### config.mk
export PLATFORM = sky130hd
export DESIGN_NAME = processorci_top
export DESIGN_NICKNAME = d
export VERILOG_FILES = /design/src/verilog/processorci_pkg.sv /design/src/verilog/acc_core.sv /design/src/verilog/cmd_controller.sv /design/src/verilog/processorci_top.sv /design/src/verilog/uart_rx.sv /design/src/verilog/uart_tx.sv /design/src/verilog/wb_memory.sv
export SDC_FILE = /design/constraint.sdc
export NUM_CORES = 2
export LEC_CHECK = 0
export CAP_MARGIN = 5
export CORE_AREA = 4 4 467 469
export CTS_BUF_LIST = sky130_fd_sc_hd__clkbuf_4
export CTS_CLUSTER_SIZE = 8
export DETAILED_ROUTE_END_ITERATION = 16
export DIE_AREA = 0 0 471 473
export DONT_BUFFER_PORTS = 1
export MAX_ROUTING_LAYER = met4
export PLACE_DENSITY = 0.64
export SYNTH_ARGS = -nofsm -noshare
export SYNTH_HDL_FRONTEND = slang
export SYNTH_SLANG_ARGS = --single-unit
### constraint.sdc
create_clock -name sys_clk_i -period 7.22 [get_ports sys_clk_i]
set_clock_uncertainty 0.15 [all_clocks]
set_input_delay 1.083 -clock sys_clk_i [delete_from_list [all_inputs] [get_ports sys_clk_i]]
set_output_delay 1.083 -clock sys_clk_i [all_outputs]
set_load 0.02 [all_outputs]
### src/verilog/processorci_pkg.sv
`default_nettype none

package processorci_pkg;

    // Bus geometry
    localparam int WORD_W = 32;
    localparam int ADDR_W = 6;    // 64 words

    // Serial timing
    localparam int CLKS_PER_BIT = 16;
    localparam int DIV_W        = $clog2(CLKS_PER_BIT);

    // Reply bytes
    localparam logic [7:0] HARNESS_ID = 8'h5A;
    localparam logic [7:0] REPLY_OK   = 8'hAA;
    localparam logic [7:0] REPLY_BAD  = 8'hEE;

    typedef enum logic [7:0] {
        CMD_WRITE = 8'h01,
        CMD_READ  = 8'h02,
        CMD_RUN   = 8'h03,
        CMD_HOLD  = 8'h04,
        CMD_ID    = 8'h05
    } cmd_e;

    typedef enum logic [2:0] {
        IDLE,
        GET_ADDR,
        GET_DATA,
        MEM_ACCESS,
        SEND,
        WAIT_HALT
    } ctrl_state_e;

    // Opcode sits in the top byte of the instruction word
    typedef enum logic [7:0] {
        OP_LDA  = 8'h01,
        OP_ADD  = 8'h02,
        OP_SUB  = 8'h03,
        OP_STA  = 8'h04,
        OP_JMP  = 8'h05,
        OP_BNZ  = 8'h06,
        OP_HALT = 8'h07
    } core_op_e;

    typedef enum logic [2:0] {
        FETCH,
        DECODE,
        MEM_READ,
        MEM_WRITE,
        HALTED
    } core_state_e;

endpackage

`default_nettype wire

### src/verilog/acc_core.sv
`default_nettype none

module acc_core (
    input  logic                               clk_i,
    input  logic                               rst_n_i,
    input  logic                               run_i,
    output logic                               bus_cyc_o,
    output logic                               bus_stb_o,
    output logic                               bus_we_o,
    output logic [processorci_pkg::ADDR_W-1:0] bus_addr_o,
    output logic [processorci_pkg::WORD_W-1:0] bus_wdata_o,
    input  logic [processorci_pkg::WORD_W-1:0] bus_rdata_i,
    input  logic                               bus_ack_i,
    output logic                               halted_o
);
    import processorci_pkg::*;

    core_state_e       state_q;
    logic [ADDR_W-1:0] pc_q;
    logic [WORD_W-1:0] ir_q;
    logic [WORD_W-1:0] acc_q;
    logic              core_rst_n;
    core_op_e          op;
    logic              mem_op;

    assign core_rst_n = rst_n_i && run_i;  // Held in reset while not running
    assign op         = core_op_e'(ir_q[WORD_W-1 -: 8]);
    assign mem_op     = (op == OP_LDA) || (op == OP_ADD) || (op == OP_SUB) || (op == OP_STA);

    // Data access starts in DECODE so memory ops take two cycles after fetch
    always_comb begin
        bus_cyc_o  = 1'b0;
        bus_we_o   = 1'b0;
        bus_addr_o = pc_q;
        case (state_q)
            FETCH: bus_cyc_o = core_rst_n;  // Bus idle while held in reset
            DECODE: begin
                bus_cyc_o  = mem_op;
                bus_we_o   = (op == OP_STA);
                bus_addr_o = ir_q[ADDR_W-1:0];
            end
            MEM_READ: begin
                bus_cyc_o  = 1'b1;
                bus_addr_o = ir_q[ADDR_W-1:0];
            end
            MEM_WRITE: begin
                bus_cyc_o  = 1'b1;
                bus_we_o   = 1'b1;
                bus_addr_o = ir_q[ADDR_W-1:0];
            end
            default: ;
        endcase
    end

    assign bus_stb_o   = bus_cyc_o;
    assign bus_wdata_o = acc_q;
    assign halted_o    = (state_q == HALTED);

    always_ff @(posedge clk_i) begin
        if (!core_rst_n) begin
            state_q <= FETCH;
            pc_q    <= '0;
            acc_q   <= '0;
        end else begin
            case (state_q)
                FETCH: begin
                    if (bus_ack_i) begin
                        ir_q    <= bus_rdata_i;
                        pc_q    <= pc_q + 1'b1;
                        state_q <= DECODE;
                    end
                end
                DECODE: begin
                    case (op)
                        OP_LDA, OP_ADD, OP_SUB: state_q <= MEM_READ;
                        OP_STA: state_q <= MEM_WRITE;
                        OP_JMP: begin
                            pc_q    <= ir_q[ADDR_W-1:0];
                            state_q <= FETCH;
                        end
                        OP_BNZ: begin
                            if (acc_q != '0) begin
                                pc_q <= ir_q[ADDR_W-1:0];
                            end
                            state_q <= FETCH;
                        end
                        OP_HALT: state_q <= HALTED;
                        default: state_q <= HALTED;  // Unknown opcode
                    endcase
                end
                MEM_READ: begin
                    if (bus_ack_i) begin
                        case (op)
                            OP_LDA:  acc_q <= bus_rdata_i;
                            OP_ADD:  acc_q <= acc_q + bus_rdata_i;
                            OP_SUB:  acc_q <= acc_q - bus_rdata_i;
                            default: acc_q <= acc_q;
                        endcase
                        state_q <= FETCH;
                    end
                end
                MEM_WRITE: begin
                    if (bus_ack_i) begin
                        state_q <= FETCH;
                    end
                end
                default: state_q <= HALTED;  // Stays here until run drops
            endcase
        end
    end

endmodule

`default_nettype wire

### src/verilog/cmd_controller.sv
`default_nettype none

module cmd_controller (
    input  logic                               clk_i,
    input  logic                               rst_n_i,
    input  logic [7:0]                         rx_data_i,
    input  logic                               rx_valid_i,
    output logic [7:0]                         tx_data_o,
    output logic                               tx_start_o,
    input  logic                               tx_busy_i,
    output logic                               ctl_stb_o,
    output logic                               ctl_we_o,
    output logic [processorci_pkg::ADDR_W-1:0] ctl_addr_o,
    output logic [processorci_pkg::WORD_W-1:0] ctl_wdata_o,
    input  logic [processorci_pkg::WORD_W-1:0] ctl_rdata_i,
    input  logic                               ctl_ack_i,
    output logic                               core_run_o,
    input  logic                               core_halted_i
);
    import processorci_pkg::*;

    ctrl_state_e       state_q;
    cmd_e              cmd_q;
    logic [ADDR_W-1:0] addr_q;
    logic [WORD_W-1:0] data_q;
    logic [1:0]        byte_cnt_q;
    logic [WORD_W-1:0] reply_q;      // Next reply byte in the low byte
    logic [2:0]        reply_cnt_q;  // Reply bytes still to send
    logic              stb_q;
    logic              run_q;
    logic              send_now;

    // Busy rises the cycle after a start, so no extra guard is needed
    assign send_now   = (state_q == SEND) && (reply_cnt_q != 3'd0) && !tx_busy_i;
    assign tx_start_o = send_now;
    assign tx_data_o  = reply_q[7:0];

    assign ctl_stb_o   = stb_q;
    assign ctl_we_o    = (cmd_q == CMD_WRITE);
    assign ctl_addr_o  = addr_q;
    assign ctl_wdata_o = data_q;
    assign core_run_o  = run_q;

    always_ff @(posedge clk_i) begin
        if (!rst_n_i) begin
            state_q     <= IDLE;
            cmd_q       <= CMD_ID;
            byte_cnt_q  <= '0;
            reply_cnt_q <= '0;
            stb_q       <= 1'b0;
            run_q       <= 1'b0;
        end else begin
            stb_q <= 1'b0;  // Single-cycle strobe
            case (state_q)
                IDLE: begin
                    if (rx_valid_i) begin
                        cmd_q       <= cmd_e'(rx_data_i);
                        reply_cnt_q <= 3'd1;
                        state_q     <= SEND;
                        case (cmd_e'(rx_data_i))
                            CMD_WRITE, CMD_READ: begin
                                if (run_q) begin
                                    reply_q <= WORD_W'(REPLY_BAD);  // Core owns the bus
                                end else begin
                                    state_q <= GET_ADDR;
                                end
                            end
                            CMD_RUN: begin
                                run_q   <= 1'b1;
                                state_q <= WAIT_HALT;
                            end
                            CMD_HOLD: begin
                                run_q   <= 1'b0;
                                reply_q <= WORD_W'(REPLY_OK);
                            end
                            CMD_ID:  reply_q <= WORD_W'(HARNESS_ID);
                            default: reply_q <= WORD_W'(REPLY_BAD);
                        endcase
                    end
                end
                GET_ADDR: begin
                    if (rx_valid_i) begin
                        addr_q     <= rx_data_i[ADDR_W-1:0];
                        byte_cnt_q <= '0;
                        if (cmd_q == CMD_WRITE) begin
                            state_q <= GET_DATA;
                        end else begin
                            stb_q   <= 1'b1;
                            state_q <= MEM_ACCESS;
                        end
                    end
                end
                GET_DATA: begin
                    if (rx_valid_i) begin
                        data_q     <= {rx_data_i, data_q[WORD_W-1:8]};  // LSB first
                        byte_cnt_q <= byte_cnt_q + 2'd1;
                        if (byte_cnt_q == 2'd3) begin
                            stb_q   <= 1'b1;
                            state_q <= MEM_ACCESS;
                        end
                    end
                end
                MEM_ACCESS: begin
                    if (ctl_ack_i) begin
                        if (cmd_q == CMD_WRITE) begin
                            reply_q     <= WORD_W'(REPLY_OK);
                            reply_cnt_q <= 3'd1;
                        end else begin
                            reply_q     <= ctl_rdata_i;
                            reply_cnt_q <= 3'd4;
                        end
                        state_q <= SEND;
                    end
                end
                SEND: begin
                    if (send_now) begin
                        reply_q     <= reply_q >> 8;
                        reply_cnt_q <= reply_cnt_q - 3'd1;
                    end else if (reply_cnt_q == 3'd0) begin
                        state_q <= IDLE;
                    end
                end
                WAIT_HALT: begin
                    // Core was in reset until now, so halted starts low
                    if (core_halted_i) begin
                        reply_q     <= WORD_W'(REPLY_OK);
                        reply_cnt_q <= 3'd1;
                        state_q     <= SEND;
                    end
                end
                default: state_q <= IDLE;
            endcase
        end
    end

endmodule

`default_nettype wire

### src/verilog/processorci_top.sv
`default_nettype none

module processorci_top (
    input  logic sys_clk_i,
    input  logic rst_n_i,
    input  logic rx_i,
    output logic tx_o,
    output logic core_halted_o    // Lets a harness watch the core
);
    import processorci_pkg::*;

    // Serial link
    logic [7:0] rx_data;
    logic       rx_valid;
    logic [7:0] tx_data;
    logic       tx_start;
    logic       tx_busy;

    // Controller port
    logic              ctl_stb;
    logic              ctl_we;
    logic [ADDR_W-1:0] ctl_addr;
    logic [WORD_W-1:0] ctl_wdata;
    logic [WORD_W-1:0] ctl_rdata;
    logic              ctl_ack;

    // Core bus
    logic              core_run;
    logic              core_cyc;
    logic              core_stb;
    logic              core_we;
    logic [ADDR_W-1:0] core_addr;
    logic [WORD_W-1:0] core_wdata;
    logic [WORD_W-1:0] core_rdata;
    logic              core_ack;

    uart_rx u_uart_rx (
        .clk_i      (sys_clk_i),
        .rst_n_i    (rst_n_i),
        .rx_i       (rx_i),
        .rx_data_o  (rx_data),
        .rx_valid_o (rx_valid)
    );

    uart_tx u_uart_tx (
        .clk_i      (sys_clk_i),
        .rst_n_i    (rst_n_i),
        .tx_data_i  (tx_data),
        .tx_start_i (tx_start),
        .tx_o       (tx_o),
        .tx_busy_o  (tx_busy)
    );

    cmd_controller u_cmd_controller (
        .clk_i         (sys_clk_i),
        .rst_n_i       (rst_n_i),
        .rx_data_i     (rx_data),
        .rx_valid_i    (rx_valid),
        .tx_data_o     (tx_data),
        .tx_start_o    (tx_start),
        .tx_busy_i     (tx_busy),
        .ctl_stb_o     (ctl_stb),
        .ctl_we_o      (ctl_we),
        .ctl_addr_o    (ctl_addr),
        .ctl_wdata_o   (ctl_wdata),
        .ctl_rdata_i   (ctl_rdata),
        .ctl_ack_i     (ctl_ack),
        .core_run_o    (core_run),
        .core_halted_i (core_halted_o)
    );

    wb_memory u_wb_memory (
        .clk_i        (sys_clk_i),
        .rst_n_i      (rst_n_i),
        .core_run_i   (core_run),
        .ctl_stb_i    (ctl_stb),
        .ctl_we_i     (ctl_we),
        .ctl_addr_i   (ctl_addr),
        .ctl_wdata_i  (ctl_wdata),
        .ctl_rdata_o  (ctl_rdata),
        .ctl_ack_o    (ctl_ack),
        .core_cyc_i   (core_cyc),
        .core_stb_i   (core_stb),
        .core_we_i    (core_we),
        .core_addr_i  (core_addr),
        .core_wdata_i (core_wdata),
        .core_rdata_o (core_rdata),
        .core_ack_o   (core_ack)
    );

    acc_core u_acc_core (
        .clk_i       (sys_clk_i),
        .rst_n_i     (rst_n_i),
        .run_i       (core_run),
        .bus_cyc_o   (core_cyc),
        .bus_stb_o   (core_stb),
        .bus_we_o    (core_we),
        .bus_addr_o  (core_addr),
        .bus_wdata_o (core_wdata),
        .bus_rdata_i (core_rdata),
        .bus_ack_i   (core_ack),
        .halted_o    (core_halted_o)
    );

endmodule

`default_nettype wire

### src/verilog/uart_rx.sv
`default_nettype none

module uart_rx (
    input  logic       clk_i,
    input  logic       rst_n_i,
    input  logic       rx_i,
    output logic [7:0] rx_data_o,
    output logic       rx_valid_o
);
    import processorci_pkg::*;

    logic [1:0]       sync_q;     // Two-flop synchronizer
    logic             rx_s;
    logic             busy_q;
    logic [3:0]       bit_cnt_q;  // 0 start, 1..8 data, 9 stop
    logic [DIV_W-1:0] div_q;
    logic [7:0]       shift_q;
    logic             sample;

    assign rx_s   = sync_q[1];
    assign sample = busy_q && (div_q == '0);

    // Good frame only when the stop bit reads high
    assign rx_valid_o = sample && (bit_cnt_q == 4'd9) && rx_s;
    assign rx_data_o  = shift_q;

    always_ff @(posedge clk_i) begin
        if (!rst_n_i) begin
            sync_q    <= 2'b11;
            busy_q    <= 1'b0;
            bit_cnt_q <= '0;
            div_q     <= '0;
        end else begin
            sync_q <= {sync_q[0], rx_i};
            if (!busy_q) begin
                if (!rx_s) begin
                    busy_q    <= 1'b1;
                    bit_cnt_q <= '0;
                    div_q     <= DIV_W'(CLKS_PER_BIT / 2 - 1);  // Aim at mid start bit
                end
            end else if (sample) begin
                div_q <= DIV_W'(CLKS_PER_BIT - 1);
                if (bit_cnt_q == 4'd0 && rx_s) begin
                    busy_q <= 1'b0;               // Glitch, not a start bit
                end else if (bit_cnt_q == 4'd9) begin
                    busy_q <= 1'b0;
                end else begin
                    bit_cnt_q <= bit_cnt_q + 4'd1;
                end
            end else begin
                div_q <= div_q - 1'b1;
            end
        end
    end

    // Data bits arrive LSB first
    always_ff @(posedge clk_i) begin
        if (sample && bit_cnt_q != 4'd0 && bit_cnt_q != 4'd9) begin
            shift_q <= {rx_s, shift_q[7:1]};
        end
    end

endmodule

`default_nettype wire

### src/verilog/uart_tx.sv
`default_nettype none

module uart_tx (
    input  logic       clk_i,
    input  logic       rst_n_i,
    input  logic [7:0] tx_data_i,
    input  logic       tx_start_i,
    output logic       tx_o,
    output logic       tx_busy_o
);
    import processorci_pkg::*;

    logic [9:0]       shift_q;   // Stop, data, start
    logic [3:0]       bit_cnt_q;
    logic [DIV_W-1:0] div_q;
    logic             busy_q;

    assign tx_busy_o = busy_q;
    assign tx_o      = !busy_q || shift_q[0];  // Line idles high

    always_ff @(posedge clk_i) begin
        if (!rst_n_i) begin
            busy_q    <= 1'b0;
            bit_cnt_q <= '0;
            div_q     <= '0;
        end else if (!busy_q) begin
            if (tx_start_i) begin
                busy_q    <= 1'b1;
                bit_cnt_q <= '0;
                div_q     <= DIV_W'(CLKS_PER_BIT - 1);
            end
        end else if (div_q == '0) begin
            div_q <= DIV_W'(CLKS_PER_BIT - 1);
            if (bit_cnt_q == 4'd9) begin
                busy_q <= 1'b0;      // Stop bit done
            end else begin
                bit_cnt_q <= bit_cnt_q + 4'd1;
            end
        end else begin
            div_q <= div_q - 1'b1;
        end
    end

    always_ff @(posedge clk_i) begin
        if (!busy_q && tx_start_i) begin
            shift_q <= {1'b1, tx_data_i, 1'b0};
        end else if (busy_q && div_q == '0) begin
            shift_q <= {1'b1, shift_q[9:1]};
        end
    end

endmodule

`default_nettype wire

### src/verilog/wb_memory.sv
`default_nettype none

module wb_memory (
    input  logic                               clk_i,
    input  logic                               rst_n_i,
    input  logic                               core_run_i,
    input  logic                               ctl_stb_i,
    input  logic                               ctl_we_i,
    input  logic [processorci_pkg::ADDR_W-1:0] ctl_addr_i,
    input  logic [processorci_pkg::WORD_W-1:0] ctl_wdata_i,
    output logic [processorci_pkg::WORD_W-1:0] ctl_rdata_o,
    output logic                               ctl_ack_o,
    input  logic                               core_cyc_i,
    input  logic                               core_stb_i,
    input  logic                               core_we_i,
    input  logic [processorci_pkg::ADDR_W-1:0] core_addr_i,
    input  logic [processorci_pkg::WORD_W-1:0] core_wdata_i,
    output logic [processorci_pkg::WORD_W-1:0] core_rdata_o,
    output logic                               core_ack_o
);
    import processorci_pkg::*;

    logic [WORD_W-1:0] mem [0:(1 << ADDR_W) - 1];
    logic              sel_core_q;  // Port that owns the pending ack
    logic              ack_q;
    logic [WORD_W-1:0] rdata_q;
    logic              stb;
    logic              we;
    logic [ADDR_W-1:0] addr;
    logic [WORD_W-1:0] wdata;

    // Port select follows core run state
    assign stb   = core_run_i ? (core_cyc_i && core_stb_i) : ctl_stb_i;
    assign we    = core_run_i ? core_we_i : ctl_we_i;
    assign addr  = core_run_i ? core_addr_i : ctl_addr_i;
    assign wdata = core_run_i ? core_wdata_i : ctl_wdata_i;

    assign ctl_ack_o    = ack_q && !sel_core_q;
    assign core_ack_o   = ack_q && sel_core_q;
    assign ctl_rdata_o  = rdata_q;
    assign core_rdata_o = rdata_q;

    always_ff @(posedge clk_i) begin
        if (!rst_n_i) begin
            sel_core_q <= 1'b0;
            ack_q      <= 1'b0;
        end else begin
            sel_core_q <= core_run_i;
            if (core_run_i != sel_core_q) begin
                ack_q <= 1'b0;               // Drop ack on a port switch
            end else begin
                ack_q <= stb && !ack_q;      // One ack per held strobe
            end
        end
    end

    always_ff @(posedge clk_i) begin
        if (stb && !ack_q) begin
            if (we) begin
                mem[addr] <= wdata;
            end
            rdata_q <= mem[addr];
        end
    end

endmodule

`default_nettype wire
## Word level (Yosys, flattened, before mapping)

Memory sizes are Yosys's and may differ from the RTL's. A register that Yosys moved wholly into a read port is not among the register bits.
Cells that the tools add are included.

| storage, ports and cells | value |
|---|---|
| output and inout port bits | 2 |
| bits in registers | 200 |
| bits of input ports | 3 |
| memories kept | 1 |
| logic and storage cells | 220 |
| memory bits (writable) | 2048 |

| cells by class | value |
|---|---|
| multiplexer cells | 80 |
| add/subtract/negate cells | 9 |
| equal/unequal tests | 47 |
| reductions and logical operators | 57 |
| bitwise gates (word level) | 1 |

Memories:

| name | words | width | read ports | clocked after memory_dff | write ports | RTL line | source |
|---|---|---|---|---|---|---|---|
| u_wb_memory.mem | 64 | 32 | 1 | 1 | 1 | wb_memory.sv:23 | `logic [WORD_W-1:0] mem [0:(1 << ADDR_W) - 1];` |

Operator list:

| kind | number |
|---|---|
| 32-bit one-hot mux with 4 select lines | 2 |
| 32-bit 2-to-1 mux | 7 |
| 32-bit one-hot mux with 3 select lines | 1 |
| 4-bit 2-to-1 mux | 15 |
| 3-bit 2-to-1 mux | 16 |
| 8-bit by 3-bit == test with 1-bit output, second input constant | 5 |
| 32-bit adder | 1 |
| 8-bit by 2-bit == test with 1-bit output, second input constant | 4 |
| 2-bit != test, second input constant | 16 |
| 32-bit nonzero test | 1 |
| 32-bit subtractor | 1 |
| 8-bit by 1-bit == test with 1-bit output, second input constant | 3 |
| 6-bit 2-to-1 mux | 4 |
| 6-bit one-hot mux with 2 select lines | 2 |
| 3-bit AND reduction | 7 |
| 1-bit 2-to-1 mux | 19 |
| 9-bit 2-to-1 mux | 2 |
| 3-bit one-hot mux with 3 select lines | 2 |
| 3-bit one-hot mux with 6 select lines | 1 |
| 8-bit AND reduction | 2 |
| 1-bit logical AND | 14 |
| 3-bit by 2-bit == test with 1-bit output, second input constant | 4 |
| 4-bit logical NOT | 3 |
| 3-bit one-hot mux with 4 select lines | 1 |
| other kinds (30) | 61 |

## Longest topological paths before layout

| depth | value |
|---|---|
| depth after elaboration | 9 |
| mapped depth | 19 |
| depth with buffers taken out | 19 |

## Cells and area by module

From an unflattened synthesis, not the netlist that was laid out.

| second synthesis, totals | value |
|---|---|
| cells, all modules | 5605 |
| area, all modules | 88165.8 µm² |

By module, submodules not included:

| module | instances | sequential area each (µm²) | area each (µm²) | cells each |
|---|---|---|---|---|
| wb_memory | 1 | 62499.9 | 78038.6 | 4574 |
| acc_core | 1 | 1241.2 | 4843.4 | 608 |
| cmd_controller | 1 | 2462.4 | 3565.9 | 265 |
| uart_rx | 1 | 460.4 | 862.1 | 78 |
| uart_tx | 1 | 440.4 | 855.8 | 80 |

## Worst setup path before layout

No wires, ideal clock.

| timing | value |
|---|---|
| path type | input -> register |
| start point | in rst_n_i |
| end point | mem u_wb_memory.mem[0][0] (enable) |
| library setup time | 421 ps |
| arrival time | 5373 ps |
| setup slack | 1276 ps |
| buffers on the path | 2 |
| data required time | 6649 ps |
| cell stages on the path | 8 |
| path through | clkbuf_1 a21oi_1 a211o_1 a21oi_1 and2_1 clkbuf_1 nand2_1 nor2_1 |

| between the ends | value |
|---|---|
| cells in the longest elaborated chain, start to end | 6 |

RTL lines:

| item | RTL line | source |
|---|---|---|
| start, declared | processorci_top.sv:5 | `input logic rst_n_i,` |
| 1-bit logical AND | acc_core.sv:26 | `assign core_rst_n = rst_n_i && run_i;` |
| 1-bit one-hot mux with 3 select lines | acc_core.sv:35 | `case (state_q)` |
| 1-bit 2-to-1 mux | wb_memory.sv:33 | `assign stb = core_run_i ? (core_cyc_i && core_stb_i) : ctl_stb_i;` |
| 1-bit logical AND | wb_memory.sv:58 | `if (stb && !ack_q) begin` |
| 1-bit 2-to-1 mux | wb_memory.sv:58 |  |
| 1-bit 2-to-1 mux (not written as such) | wb_memory.sv:60 | `mem[addr] <= wdata;` |
| end, declared | wb_memory.sv:23 |  |

No other way between the ends.

## Worst setup path in the final report

| timing | value |
|---|---|
| start point | reg u_acc_core.state_q[0] |
| end point | mem u_wb_memory.mem[22][20] (enable) |

| between the ends | value |
|---|---|
| cells in the longest elaborated chain, start to end | 7 |
| elaborated cells between the ends (all ways) | 16 |
| those cells by class | eq/ne (3); mux (9); reduce/logical (4) |

RTL lines:

| item | RTL line | source |
|---|---|---|
| start, declared | acc_core.sv:18 | `core_state_e state_q;` |
| start signal, assigned | acc_core.sv:61 | `state_q <= FETCH;` |
| start signal, assigned | acc_core.sv:70 | `state_q <= DECODE;` |
| start signal, assigned | acc_core.sv:75 | `OP_LDA, OP_ADD, OP_SUB: state_q <= MEM_READ;` |
| 3-bit by 2-bit == test with 1-bit output | acc_core.sv:35 |  |
| 2-bit OR reduction (no source line) | n/a |  |
| 1-bit one-hot mux with 3 select lines | acc_core.sv:35 |  |
| 1-bit 2-to-1 mux | wb_memory.sv:33 |  |
| 1-bit logical AND | wb_memory.sv:58 |  |
| 1-bit 2-to-1 mux | wb_memory.sv:58 |  |
| 1-bit 2-to-1 mux (not written as such) | wb_memory.sv:60 |  |

Several ways; a longest one is shown, not always the timed one.

==> qor.yml <==
layout:
  areaGrowthSynthToFinish_pct: 13.21
  finalNetCount: 5437
  drive_gt1_frac: 0.2041
  nFillCells: 18438
  multi_input_area_um2: 17370
  seq_area_um2: 67110
clock_tree:
  clk_latency_ns: 1.33
  root_buffer: "clkbuf_4"
  ctsHtreeMaxLevel: 6
  cts.reportedPaths.clkPinSlew_ns: 0.07
  ctsResizeCount: 0
  numCtsBuffers: 580
  clkSinkCount: 2262
  clockBufferDepth: 4
  cts_tree: "done"
sta:
  slew_viol_final: 0
  fmaxAchievable_mhz: 176.6
  tightestPinTransition_ns: 1.307
  final.period_utilization: 0.7842
  hold_violations: 0
  setup_viol: 0
  period_needed_ns: 5.662
  setup_tns_ns: 0
  setup_slack_ns: 1.558
  rsz0062_at_grt: "no"
  relSlewSlack: 0.1268
floorplan:
  dieArea_um2: 222800
  rows: 170
  die_width_um: 471
  core_um2: 214000
  io_pins: 5
  die_h_um: 473
  initial_utilization: 0.3988
yosys:
  synth_xor_area_frac: 0.005851
  synth_mux_area_frac: 0.006232
  synthFlopType: "edfxtp_1"
  syn-num-nets: 5007
  synth_top_family_by_area: "compound AO/OA/AOI/OAI gates"
  synthArstFlopShare: 0
  synth_edf_count: 2180
  yosysUniqueCellTypes: 77
  synthSimpleGateAreaFrac: 0.03519
  ys_warn_count: 0
  syn_area_per_cell_um2: 17.21
  yosysTopAreaCell: "edfxtp_1"
  yosys-top-cells-area: "edfxtp_1, a22oi_1, dfxtp_1"
  synthCells: 4959
  seq_area_frac_synth: 0.7864
  yosysTopAreaCellShare: 0.7672
  synthesis.area_um2: 85330
  synth_seq_cells: 2262
  synth-adder-area-share: 0.006804
  synth_compound_area_frac: 0.1411
routing:
  ant_nets: 0
  vias: 52446
  routed_via_density: 6.102
  drtIter0Drc: 7661
  drc: 0
  drt-total-wl_um: 258500
  dr.pass1.iters: 8
  avgRoutedWirePerCell_um: 30.07
setup_path:
  slowest_stage: "nor2_4"
  critPathArrivalTime_ns: 6.42
  critPathKind: "flop to flop"
  path_buf_inv: 2
  critPathMaxStageDelay_ns: 1.22
  critPathRequiredTime_ns: 7.98
  startpoint_type: "flop"
  end_kind: "flop"
  path_cells: "inv_1 > nor3_2 > nand4_1 > a211o_1 > a21oi_4 > buf_4 > and2_1 > nand2_1 > nor2_4"
  crit_family: "simple AND/OR/NAND/NOR gates"
  crit_fanout: 34
power:
  p_clk_frac: 0.424
  seq_power_share: 0.567
  pwr-share-comb: 0.008
  p_int_mw: 19.92
  power.switching_mw: 5.211
  leakage_nw: 29.65
  peakVddDrop_mv: 0.1611
  switching_share: 0.2074
  powerDensity_nw_per_um2: 260.1
place:
  portBuffers: 0
  gp_routability_congestion: 0.9325
  dp_slack_ns: 1.667
  dp_hpwl_um: 144900
job:
  drv_cap: 0
global_routing:
  grt_max_degree: 98
  grt_pass1_vias: 50129
  grt_overflow: 0
  antenna_found_initial: 23
  grt_usage: 0.2317
  grt_pass1_wl_um: 364700
outcome:
  status: "completed"
min_path:
  hold_path_class: "input pin to flop"
==> layer usage <==
metal | share of wire | vias to the layer above | track usage
li1 | - | 21994 | -
met1 | 0.38 | 26386 | 0.3085
met2 | 0.45 | 3565 | 0.3352
met3 | 0.12 | 501 | 0.05971
met4 | 0.045 | 0 | 0.1054
met5 | 0 | - | -
==> path summary, 6_finish.rpt <==
check                                                                 from                                   endpoint  slack, ns  cells past startpoint
worst max register to register          u_acc_core.state_q[0]$_SDFFE_PN0P_          u_wb_memory.mem[22][20]$_DFFE_PP_       1.56                      9
worst max-delay path                    u_acc_core.state_q[0]$_SDFFE_PN0P_          u_wb_memory.mem[22][20]$_DFFE_PP_       1.56                      9
worst min register to register  u_cmd_controller.ctl_wdata_o[15]$_DFFE_PP_  u_cmd_controller.ctl_wdata_o[7]$_DFFE_PP_       0.29                      0
worst min-delay path                                               rst_n_i     u_cmd_controller.reply_q[13]$_DFFE_PP_       0.24                      2
==> layout by cell type (no fill, tap or decap), types with 44 or more instances in the layout <==
cell type,Yosys,layout
edfxtp_1,2180,2180
a22oi_1,895,895
clkbuf_4,0,816
a41oi_1,163,163
a21oi_1,143,142
buf_4,19,136
nand2_1,131,124
nor2_1,171,104
a22o_1,93,93
dfxtp_1,82,81
clkinv_1,0,79
o21ai_0,77,77
nor2_4,0,70
a221oi_1,68,68
nand4_1,64,64
ha_1,44,44
==> Yosys cell counts, types with 21 or more instances <==
cell	count
and3_1	21
nor2_1	171
nor3_1	23
mux2_2	33
a31oi_1	37
a22o_1	93
buf_1	26
o21ai_0	77
dfxtp_1	82
nand2_1	131
a221oi_1	68
a22oi_1	895
a31o_1	22
xnor2_1	39
nand4_1	64
inv_1	39
edfxtp_1	2180
a21oi_1	143
ha_1	44
nor4_1	35
clkbuf_1	130
a41oi_1	163
buf_2	135
==> timing repair <==
item                                    in CTS  in global routing
endpoints found under the hold margin       22                  0
buffers inserted                             0                  0
hold buffers                                 3                  0
endpoints found under the setup margin       0                  0
==> kinds of logic after synthesis <==
family                     Yosys count
muxes                               46
adders and majority gates           46
and+or+nand+nor                    585
AOI/OAI and AO/OA                 1612
DFF                               2262
buffers and inverters              351
xor gates and xnor gates            57
==> flip-flops by register name, indices dropped and copies added (netlist names), 3 cells and up <==
register and flops:
u_wb_memory.mem 2048, u_acc_core.bus_wdata_o 32, u_cmd_controller.ctl_wdata_o 32, u_cmd_controller.reply_q 32
u_wb_memory.core_rdata_o 32, u_acc_core.ir_q 14, u_uart_tx.shift_q 9, u_cmd_controller.cmd_q 8
u_uart_rx.rx_data_o 8, u_acc_core.pc_q 6, u_cmd_controller.ctl_addr_o 6, u_uart_rx.bit_cnt_q 4
u_uart_rx.div_q 4, u_uart_tx.bit_cnt_q 4, u_uart_tx.div_q 4, u_acc_core.state_q 3
u_cmd_controller.reply_cnt_q 3, u_cmd_controller.state_q 3
==> worst reg2reg max path, stage by stage, from the launching register on <==
cell and delay, ns:
dfxtp_1 0.47, inv_1 0.13, nor3_2 0.81, nand4_1 0.26, a211o_1 0.40, a21oi_4 0.13
buf_4 0.46, and2_1 0.43, nand2_1 0.79, nor2_4 1.23
==> per-stage QoR <==
stage / std cells / area [um2] / hold WS (ns) / utilization / total power [mW]
after global placement: 7639 / 89550 / 0.2810 / 0.4185 / 14.73
after CTS: 8578 / 96540 / 0.1042 / 0.4511 / 25.28
after global routing: 8591 / 96590 / 0.1493 / 0.4514 / 26.03
after floorplan: 4959 / 85330 / 0.2363 / - / 14.68
after detailed placement: 7641 / 89580 / 0.2791 / 0.4186 / 14.74
final: 8595 / 96600 / 0.2445 / 0.4515 / 25.13
==> power by group through the flow <==
stage	Clock [mW]	Sequential, mW	Combinational (mW)
after detailed placement	0	14.5	0.209
after floorplan	0	14.5	0.158
after global routing	11.6	14.2	0.233
after global placement	0	14.5	0.201
final	10.7	14.3	0.212
after CTS	10.8	14.3	0.213
==> layout make-up <==
cell class                 instances  area share
antenna                           16   0.0004145
multi-input combinational       2346      0.1798
tap                             2838     0.03676
clock inverter                   118    0.008315
timing repair buffer             160     0.01514
sequential                      2262      0.6947
inverter                          39    0.001515
clock buffer                     816     0.06341
(Power assumes the default switching activity.)
